$ cat config.mk
export PLATFORM = sky130hd
export DESIGN_NAME = ecc_114_top
export DESIGN_NICKNAME = d
export VERILOG_FILES = /design/src/hdl/ecc_pkg.sv /design/src/hdl/ecc_114_top.sv /design/src/hdl/ecc_pipe_stage.sv /design/src/hdl/ecc_codec_core.sv /design/src/hdl/ecc_syndrome_decoder.sv /design/src/hdl/ecc_check_bits.sv
export VERILOG_INCLUDE_DIRS = /design/src /design/src/hdl
export SDC_FILE = /design/constraint.sdc
export NUM_CORES = 1
export LEC_CHECK = 0
export BUFFER_PORTS_ARGS = -buffer_cell sky130_fd_sc_hd__clkbuf_2
export CAP_MARGIN = 20
export CORE_MARGIN = 2
export CORE_UTILIZATION = 30
export CTS_BUF_LIST = sky130_fd_sc_hd__clkbuf_16
export DETAILED_ROUTE_END_ITERATION = 7
export GPL_TIMING_DRIVEN = 1
export PLACE_DENSITY = 0.55
export SLEW_MARGIN = 20
export SYNTH_ARGS = -nofsm -noshare
export SYNTH_HDL_FRONTEND = slang
export SYNTH_SLANG_ARGS = --single-unit
$ cat constraint.sdc
create_clock -name clk -period 4.95 [get_ports clk]
set_clock_uncertainty 0.1 [all_clocks]
set_input_delay 0.99 -clock clk [delete_from_list [all_inputs] [get_ports clk]]
set_output_delay 0.99 -clock clk [all_outputs]
set_load 0.03 [all_outputs]
$ cat src/hdl/ecc_macros.svh
`ifndef ECC_MACROS_SVH
`define ECC_MACROS_SVH

// data word width of the codec
`define ECC_DATA_W 114

// check bits per word, hamming bits plus one balancing bit
`define ECC_PARITY_W 8

// position based check bits
`define ECC_HAMMING_W 7

`endif
$ cat src/hdl/ecc_pkg.sv
`default_nettype none

`include "ecc_macros.svh"

package ecc_pkg;

    typedef logic [`ECC_DATA_W-1:0]   data_t;
    typedef logic [`ECC_PARITY_W-1:0] parity_t;

    // received word
    typedef struct packed {
        data_t   data;
        parity_t parity;
        logic    bypass;
    } in_payload_t;

    // decoded word
    typedef struct packed {
        data_t   data;
        parity_t parity;   // computed check bits
        logic    sbit_err;
        logic    dbit_err;
    } out_payload_t;

    // hamming position of data bit i, powers of two are skipped
    function automatic logic [`ECC_HAMMING_W-1:0] data_position(input int unsigned i);
        int unsigned pos;
        pos = i + 3;   // positions 1 and 2 hold check bits
        for (int k = 2; k < `ECC_HAMMING_W; k++) begin
            if (pos >= (1 << k)) begin
                pos++;
            end
        end
        return pos[`ECC_HAMMING_W-1:0];
    endfunction

endpackage

`default_nettype wire

$ cat src/hdl/ecc_114_top.sv
`default_nettype none

module ecc_114_top (
    input  logic             clk,
    input  logic             arst_n,
    input  logic             in_valid,
    output logic             in_ready,
    input  ecc_pkg::data_t   data_in,
    input  ecc_pkg::parity_t parity_in,
    input  logic             bypass,
    output logic             out_valid,
    input  logic             out_ready,
    output ecc_pkg::data_t   data_out,
    output ecc_pkg::parity_t parity_out,
    output logic             sbit_err,
    output logic             dbit_err
);

    ecc_pkg::in_payload_t  in_d;
    ecc_pkg::in_payload_t  in_q;
    ecc_pkg::out_payload_t out_d;
    ecc_pkg::out_payload_t out_q;
    logic                  mid_valid;
    logic                  mid_ready;

    assign in_d.data   = data_in;
    assign in_d.parity = parity_in;
    assign in_d.bypass = bypass;

    // stage 1, received word
    ecc_pipe_stage #(
        .payload_t (ecc_pkg::in_payload_t)
    ) u_in_stage (
        .clk         (clk),
        .arst_n      (arst_n),
        .in_valid    (in_valid),
        .in_ready    (in_ready),
        .in_payload  (in_d),
        .out_valid   (mid_valid),
        .out_ready   (mid_ready),
        .out_payload (in_q)
    );

    ecc_codec_core u_core (
        .data_in    (in_q.data),
        .parity_in  (in_q.parity),
        .bypass     (in_q.bypass),
        .data_out   (out_d.data),
        .parity_out (out_d.parity),
        .sbit_err   (out_d.sbit_err),
        .dbit_err   (out_d.dbit_err)
    );

    // stage 2, decoded word
    ecc_pipe_stage #(
        .payload_t (ecc_pkg::out_payload_t)
    ) u_out_stage (
        .clk         (clk),
        .arst_n      (arst_n),
        .in_valid    (mid_valid),
        .in_ready    (mid_ready),
        .in_payload  (out_d),
        .out_valid   (out_valid),
        .out_ready   (out_ready),
        .out_payload (out_q)
    );

    assign data_out   = out_q.data;
    assign parity_out = out_q.parity;
    assign sbit_err   = out_q.sbit_err;
    assign dbit_err   = out_q.dbit_err;

endmodule

`default_nettype wire

$ cat src/hdl/ecc_pipe_stage.sv
`default_nettype none

module ecc_pipe_stage #(
    parameter type payload_t = logic
) (
    input  logic     clk,
    input  logic     arst_n,
    input  logic     in_valid,
    output logic     in_ready,
    input  payload_t in_payload,
    output logic     out_valid,
    input  logic     out_ready,
    output payload_t out_payload
);

    logic     full;
    payload_t payload_q;

    // empty, or draining this cycle
    assign in_ready = ~full | out_ready;

    always_ff @(posedge clk or negedge arst_n) begin
        if (!arst_n) begin
            full <= 1'b0;
        end else if (in_ready) begin
            full <= in_valid;
        end
    end

    always_ff @(posedge clk) begin
        if (in_valid && in_ready) begin
            payload_q <= in_payload;
        end
    end

    assign out_valid   = full;
    assign out_payload = payload_q;

endmodule

`default_nettype wire

$ cat src/hdl/ecc_codec_core.sv
`default_nettype none

module ecc_codec_core (
    input  ecc_pkg::data_t   data_in,
    input  ecc_pkg::parity_t parity_in,
    input  logic             bypass,
    output ecc_pkg::data_t   data_out,
    output ecc_pkg::parity_t parity_out,
    output logic             sbit_err,
    output logic             dbit_err
);

    ecc_pkg::parity_t syndrome;
    ecc_pkg::data_t   mask;
    logic             single_err;
    logic             double_err;

    ecc_check_bits u_check_bits (
        .data  (data_in),
        .check (parity_out)
    );

    assign syndrome = parity_in ^ parity_out;

    ecc_syndrome_decoder u_syndrome_decoder (
        .syndrome   (syndrome),
        .mask       (mask),
        .single_err (single_err),
        .double_err (double_err)
    );

    // bypass passes the word untouched
    always_comb begin
        if (bypass) begin
            data_out = data_in;
            sbit_err = 1'b0;
            dbit_err = 1'b0;
        end else begin
            data_out = data_in ^ mask;   // flips at most one bit
            sbit_err = single_err;
            dbit_err = double_err;
        end
    end

endmodule

`default_nettype wire

$ cat src/hdl/ecc_syndrome_decoder.sv
`default_nettype none

`include "ecc_macros.svh"

module ecc_syndrome_decoder (
    input  ecc_pkg::parity_t syndrome,
    output ecc_pkg::data_t   mask,
    output logic             single_err,
    output logic             double_err
);

    logic col_hit;
    logic check_hit;
    logic nonzero;

    // one-hot on the data column that matches the syndrome
    always_comb begin
        logic [`ECC_HAMMING_W-1:0] pos;
        ecc_pkg::parity_t          column;
        mask = '0;
        for (int i = 0; i < `ECC_DATA_W; i++) begin
            pos    = ecc_pkg::data_position(i);
            column = {~^pos, pos};
            if (syndrome == column) begin
                mask[i] = 1'b1;
            end
        end
    end

    assign col_hit = |mask;
    assign nonzero = |syndrome;

    // a lone syndrome bit points at a check bit, data stays as is
    assign check_hit = nonzero && ((syndrome & (syndrome - 1'b1)) == '0);

    assign single_err = col_hit | check_hit;
    assign double_err = nonzero & ~single_err;   // even weight or unused column

endmodule

`default_nettype wire

$ cat src/hdl/ecc_check_bits.sv
`default_nettype none

`include "ecc_macros.svh"

module ecc_check_bits (
    input  ecc_pkg::data_t   data,
    output ecc_pkg::parity_t check
);

    logic [`ECC_HAMMING_W-1:0] hamming;
    logic                      balance;

    // sum over the data bits that cover each position bit
    always_comb begin
        logic [`ECC_HAMMING_W-1:0] pos;
        hamming = '0;
        for (int i = 0; i < `ECC_DATA_W; i++) begin
            pos = ecc_pkg::data_position(i);
            for (int j = 0; j < `ECC_HAMMING_W; j++) begin
                if (pos[j]) begin
                    hamming[j] = hamming[j] ^ data[i];
                end
            end
        end
    end

    // extra bit makes every data column odd weight
    always_comb begin
        logic [`ECC_HAMMING_W-1:0] pos;
        balance = 1'b0;
        for (int i = 0; i < `ECC_DATA_W; i++) begin
            pos = ecc_pkg::data_position(i);
            if (~^pos) begin   // even number of ones
                balance = balance ^ data[i];
            end
        end
    end

    assign check = {balance, hamming};

endmodule

`default_nettype wire

### After elaboration in Yosys (flattened, before gate mapping)

Cells that the tools add are included.

* bits in registers: 249
* input port bits: 127
* output and inout port bits: 126
* logic and storage cells: 712

* add/subtract/negate cells: 1
* eq/ne operators: 114
* muxes and demuxes: 115
* bitwise gates (word level): 467
* reduce and logical (&&, ||, !) cells: 6

Operators with widths (number)
* $eq 8x8->1 const B: 60
* $xor 1x1->1: 457
* $eq 8x7->1 const B: 28
* $eq 8x6->1 const B: 15
* $mux 1: 114
* $mux 114: 1
* $reduce_or 114->1: 1
* $xor 114x114->114: 1
* $eq 8x5->1 const B: 7
* $eq 8x4->1 const B: 3
* $and 8x8->8: 1
* $eq 8x3->1 const B: 1
* $logic_not 8->1: 1
* $reduce_or 8->1: 1
* $sub 8x1->8 const B: 1
* $xor 8x8->8: 1
* $logic_and 1x1->1: 3
* $not 1->1: 3
* $or 1x1->1: 3
* $and 1x1->1: 1

### Logic depth before layout (Yosys ltp)

* depth after elaboration: 67
* gate-level depth with buffers: 15
* mapped depth without buffers: 12

### Modules after synthesis

Synthesis repeated with hierarchy kept, for this count alone.

* cells, all modules: 1037
* area, all modules: 13884.6 µm²

Modules (own cells, without submodules)
* ecc_pipe_stage (u_out_stage): instances 1, cells an instance 128, area each 3777.4 µm², sequential area each 3748.6 µm²
* ecc_pipe_stage (u_in_stage): instances 1, cells an instance 127, area each 3747.3 µm², sequential area each 3718.6 µm²
* ecc_check_bits: instances 1, cells an instance 211, area each 2473.6 µm², sequential area each 0.0 µm²
* ecc_syndrome_decoder: instances 1, cells an instance 321, area each 2009.4 µm², sequential area each 0.0 µm²
* ecc_codec_core: instances 1, cells an instance 250, area each 1876.8 µm², sequential area each 0.0 µm²

### Worst setup path after synthesis

No wires, ideal clock.

* path kind: input -> register
* start point: input out_ready
* end point: register u_in_stage.payload_q, in the netlist u_in_stage.out_payload[0] (enable)
* library setup time: 0.496 ns
* arrival time: 4.198 ns
* required time: 4.354 ns
* slack: 0.156 ns
* cell stages on the path: 2
* path buffers: 0
* path through: nand3b_1 and2_1

* longest elaborated chain between the ends: 3

RTL lines
* start, declared: line ecc_114_top.sv:12 `input logic out_ready,`
* $or 1x1->1 (2 in series): line ecc_pipe_stage.sv:20 `assign in_ready = ~full | out_ready;`
* $logic_and 1x1->1: line ecc_pipe_stage.sv:31 `if (in_valid && in_ready) begin`
* end signal, assigned: line ecc_pipe_stage.sv:32 `payload_q <= in_payload;`
* end, declared: line ecc_pipe_stage.sv:17 `payload_t payload_q;`

Every way passes these cells.
A chain may end at the register's enable or synchronous reset.

### Worst setup path in the final report

* start point: register u_in_stage.payload_q, in the netlist u_in_stage.out_payload[121]
* end point: register u_out_stage.payload_q, in the netlist u_out_stage.out_payload[0] (data pin)

* longest elaborated chain between the ends: 10
* elaborated cells between the ends (all ways): 247
* those cells by class: 1 x add/sub; 114 x eq/ne; 114 x mux; 14 x bitwise; 4 x reduce/logical

RTL lines
* $xor 1x1->1 (2 in series): line ecc_check_bits.sv:21 `hamming[j] = hamming[j] ^ data[i];`
* $xor 8x8->8 *: line ecc_codec_core.sv:23 `assign syndrome = parity_in ^ parity_out;`
* $sub 8x1->8: line ecc_syndrome_decoder.sv:34 `assign check_hit = nonzero && ((syndrome & (syndrome - 1'b1)) == '0);`
* $and 8x8->8: line ecc_syndrome_decoder.sv:34
* $logic_not 8->1: line ecc_syndrome_decoder.sv:34
* $logic_and 1x1->1: line ecc_syndrome_decoder.sv:34
* $or 1x1->1: line ecc_syndrome_decoder.sv:36 `assign single_err = col_hit | check_hit;`
* $not 1->1: line ecc_syndrome_decoder.sv:37 `assign double_err = nonzero & ~single_err;`
* $and 1x1->1 *: line ecc_syndrome_decoder.sv:37
* end signal, assigned: line ecc_pipe_stage.sv:32
* end, declared: line ecc_pipe_stage.sv:17

Mark *: on every way between the ends. The rest lies on a longest branch, timed or not.

==> flow_results.xml <==
<?xml version="1.0" encoding="UTF-8"?>
<metrics>
  <group name="finish">
    <metric name="drive_gt1_share" unit="%">34.20</metric>
    <metric name="multiInputGateArea" unit="mm²">0.005812</metric>
    <metric name="area_growth" unit="%">27.76</metric>
    <metric name="post-route-util" unit="%">38.78</metric>
    <metric name="fill_cells" unit="">4263</metric>
    <metric name="final_antenna_diode_count" unit="">0</metric>
    <metric name="sequential_cell_area" unit="mm²">0.007467</metric>
    <metric name="layout.nets" unit="">1452</metric>
  </group>
  <group name="min_path">
    <metric name="hold_class" unit="">in -&gt; async</metric>
  </group>
  <group name="floorplanning">
    <metric name="fp-row-count" unit="">77</metric>
    <metric name="die_x" unit="µm">215.5</metric>
    <metric name="initial_utilization" unit="%">30.35</metric>
    <metric name="design.portCount" unit="">253</metric>
    <metric name="fp.coreArea" unit="mm²">0.04422</metric>
    <metric name="dieHeight" unit="µm">215.5</metric>
    <metric name="fp.dieArea" unit="mm²">0.04645</metric>
  </group>
  <group name="global_routing">
    <metric name="pin_count_of_the_biggest_net_entering_global_routing" unit="">85</metric>
    <metric name="globalRouteOverflowTotal" unit="">0</metric>
    <metric name="total_routing_usage_reported_by_global_routing" unit="%">21.05</metric>
    <metric name="met3_usage" unit="%">2.326</metric>
    <metric name="first_global_vias" unit="">9681</metric>
    <metric name="grt_first_pass_wirelength" unit="µm">70300</metric>
    <metric name="antenna_found_initial" unit="">0</metric>
    <metric name="top_usage_layer" unit="">met2</metric>
    <metric name="grt_use_met1" unit="%">28.29</metric>
    <metric name="use_met2" unit="%">36.39</metric>
  </group>
  <group name="critical_path">
    <metric name="crit_path_end" unit="">u_out_stage.out_payload[0]</metric>
    <metric name="setup_crit_start" unit="">u_in_stage.out_payload[121]</metric>
    <metric name="r2r-end" unit="">u_out_stage.out_payload[0]</metric>
    <metric name="kind_of_start_point_of_the_critical_path" unit="">register</metric>
    <metric name="slowest_delay" unit="ns">0.53</metric>
    <metric name="worst_r2r_path_depth" unit="">14</metric>
    <metric name="crit_path_top_delay_cell" unit="">sky130_fd_sc_hd__edfxtp_1</metric>
    <metric name="path_max_fanout" unit="">10</metric>
    <metric name="cp.required" unit="ns">5.25</metric>
    <metric name="worstReg2RegStart" unit="">u_in_stage.out_payload[121]</metric>
    <metric name="rrSetupSlack" unit="ns">0.22</metric>
    <metric name="crit_path_end_kind" unit="">register</metric>
    <metric name="setup.worst_path.class" unit="">reg -&gt; reg</metric>
    <metric name="worstPathCellList" unit="">xor2_2, xnor3_1, xor2_2, xnor3_1, xnor3_2, buf_4, nand2_1, buf_4, a2111oi_0, a31oi_1, nand4_1, a2111oi_1, nand3_1, nor4_2</metric>
    <metric name="timing.critical_path.arrival" unit="ns">5.03</metric>
  </group>
  <group name="synth">
    <metric name="synth-warning-count" unit="">0</metric>
    <metric name="synth_fp_nets" unit="">1087</metric>
    <metric name="avgSynthCellArea" unit="µm²">13.98</metric>
    <metric name="synth_seq_area_share" unit="%">55.63</metric>
    <metric name="yosysUniqueCellTypes" unit="">60</metric>
    <metric name="synth_top_flop_cell" unit="">sky130_fd_sc_hd__edfxtp_1</metric>
    <metric name="synthMostInstantiatedCell" unit="">sky130_fd_sc_hd__xnor2_1</metric>
    <metric name="yosys-top-cells-area" unit="">sky130_fd_sc_hd__edfxtp_1 55%, sky130_fd_sc_hd__xnor2_1 16%, sky130_fd_sc_hd__xnor3_1 6.9%, sky130_fd_sc_hd__nand2_1 3.8%, sky130_fd_sc_hd__xor2_1 2.0%</metric>
    <metric name="synth-edff-count" unit="">247</metric>
    <metric name="post_synth_instance_area" unit="mm²">0.01342</metric>
    <metric name="ys_top_cells_by_count" unit="">249 x sky130_fd_sc_hd__xnor2_1, 247 x sky130_fd_sc_hd__edfxtp_1, 137 x sky130_fd_sc_hd__nand2_1</metric>
    <metric name="biggest_area_consumer_among_synthesized_cells" unit="">sky130_fd_sc_hd__edfxtp_1</metric>
    <metric name="synth_top_cell_area_share" unit="%">55.26</metric>
    <metric name="postSynthCellCount" unit="">960</metric>
    <metric name="synthArstFlopShare" unit="%">0.8032</metric>
    <metric name="ys_ff_latch" unit="">249</metric>
  </group>
  <group name="clock_tree">
    <metric name="clk_latency" unit="ns">0.58</metric>
    <metric name="post-cts-setup-buffer-count" unit="">0</metric>
    <metric name="cts_hold_buffers" unit="">0</metric>
    <metric name="tritoncts.num_buffers" unit="">29</metric>
    <metric name="post_cts_sizing" unit="">1</metric>
    <metric name="cts_tree" unit="">yes</metric>
    <metric name="cts_root_buffer" unit="">sky130_fd_sc_hd__clkbuf_16</metric>
    <metric name="clkTransAtPathRegs" unit="ns">0.06</metric>
    <metric name="cts_sinks" unit="">249</metric>
    <metric name="cts.htree.levels" unit="">1</metric>
    <metric name="cts.path.max_buffers" unit="">3</metric>
  </group>
  <group name="status">
    <metric name="outcome" unit="">completed</metric>
  </group>
  <group name="sta">
    <metric name="timing.final.max_slew_violations" unit="">0</metric>
    <metric name="fin_ws" unit="ns">0.2178</metric>
    <metric name="timing.final.crit_share" unit="%">95.60</metric>
    <metric name="finalHoldViolCount" unit="">0</metric>
    <metric name="rsz_0062_raised_after_global_routing" unit="">false</metric>
    <metric name="final_period_minus_worst_setup_slack" unit="ns">4.732</metric>
    <metric name="worst_hold_slack" unit="ns">0.08646</metric>
    <metric name="timing.max_slew.rel_slack" unit="%">46.12</metric>
    <metric name="setup_viol" unit="">0</metric>
    <metric name="transition_time_at_the_pin_with_the_least_slew_margin" unit="ns">0.8083</metric>
    <metric name="max_freq" unit="MHz">211.3</metric>
  </group>
  <group name="route">
    <metric name="final_ant_viol_nets" unit="">0</metric>
    <metric name="vias" unit="">9247</metric>
    <metric name="wl_per_cell" unit="µm">25.67</metric>
    <metric name="drt_first_iter_violations" unit="">1003</metric>
    <metric name="drt_first_pass_iters" unit="">5</metric>
    <metric name="routed_wl" unit="µm">49800</metric>
    <metric name="remaining_drc_errors" unit="">0</metric>
    <metric name="routed_via_density" unit="">4.766</metric>
  </group>
  <group name="placed_design">
    <metric name="post-place-ws" unit="ns">-0.2526</metric>
    <metric name="place_hpwl" unit="µm">38320</metric>
    <metric name="numPortBuffers" unit="">252</metric>
    <metric name="finalWeightedCongestion" unit="">0.9168</metric>
  </group>
  <group name="run">
    <metric name="cap_viol_max_count" unit="">0</metric>
  </group>
</metrics>
[per-stage QoR]
step	TNS (ns)	cell area [µm²]	std cells
finish	0	17150	1940
CTS	0	17120	1940
detailed placement	-1.559	16150	1886
global placement	-2.016	16150	1886
floorplan	0	13420	960
global route	0	17150	1940
[registers in the layout (all words and copies together) (netlist names)]
signal,count
u_in_stage.out_valid,1
u_in_stage.out_payload,123
u_out_stage.out_payload,124
u_out_stage.out_valid,1
[placed cells by master (no fill, tap or decap), drive strengths merged, types with 3 or more instances in the layout]
| master | netlist | final |
|---|---|---|
| a221oi | 3 | 3 |
| xnor2 | 262 | 262 |
| nand2b | 5 | 5 |
| nand3 | 9 | 9 |
| xor2 | 31 | 31 |
| a2111oi | 4 | 4 |
| inv | 0 | 8 |
| xor3 | 8 | 8 |
| clkbuf | 6 | 281 |
| and2 | 4 | 4 |
| or2 | 3 | 3 |
| nor4 | 8 | 8 |
| o21ai | 8 | 8 |
| nand2 | 142 | 142 |
| nor3 | 32 | 32 |
| nor2 | 37 | 37 |
| xnor3 | 51 | 51 |
| bufinv | 0 | 4 |
| edfxtp | 247 | 247 |
| nand4 | 12 | 12 |
| a32oi | 6 | 6 |
| a31oi | 4 | 4 |
| a21oi | 5 | 5 |
| o22ai | 8 | 8 |
| clkinv | 0 | 12 |
| o211ai | 9 | 9 |
| buf | 25 | 113 |
[cells by family after synthesis]
group	Yosys count	share of synthesized area, %
xor gates and xnor gates	352	30.27
and+or+nand+nor	261	8.976
DFF	249	55.63
AOI/OAI and AO/OA	67	3.775
buffers and inverters	31	1.352
[cell type report]
| type | count | area share (%) |
|---|---|---|
| clock buffers | 29 | 4.232 |
| repair buffers | 365 | 12.59 |
| well taps | 592 | 4.319 |
| flip-flops and latches | 249 | 43.54 |
| clock inverters | 25 | 1.423 |
| multi-input cells | 680 | 33.89 |
[per-layer routing]
metal	wire length (µm)	vias to the layer above
li1	-	4168
met1	21060	4633
met2	24670	380
met3	2909	66
met4	1165	0
met5	0	-
[critical path: cells and delay by family, from the launching register on]
family                    cells  cell delay (ns)
buffers and inverters         2             0.44
xor gates and xnor gates      5             2.06
and+or+nand+nor               4             0.69
DFF                           1             0.53
AOI/OAI and AO/OA             3             0.72
[how the worst min path moves through the flow]
stage / startpoint / end / slack, ns
after floorplan: u_in_stage.out_valid / u_out_stage.out_valid / 0.35
after global placement: u_in_stage.out_valid / u_out_stage.out_valid / 0.37
after detailed placement: u_in_stage.out_valid / u_out_stage.out_valid / 0.39
after CTS: arst_n / u_in_stage.out_valid / 0.05
after global routing: arst_n / u_out_stage.out_valid / 0.06
final: arst_n / u_in_stage.out_valid / 0.09
Power is not shown: default switching activity piles up to over one toggle a cycle in this logic, so the estimate is an artifact.
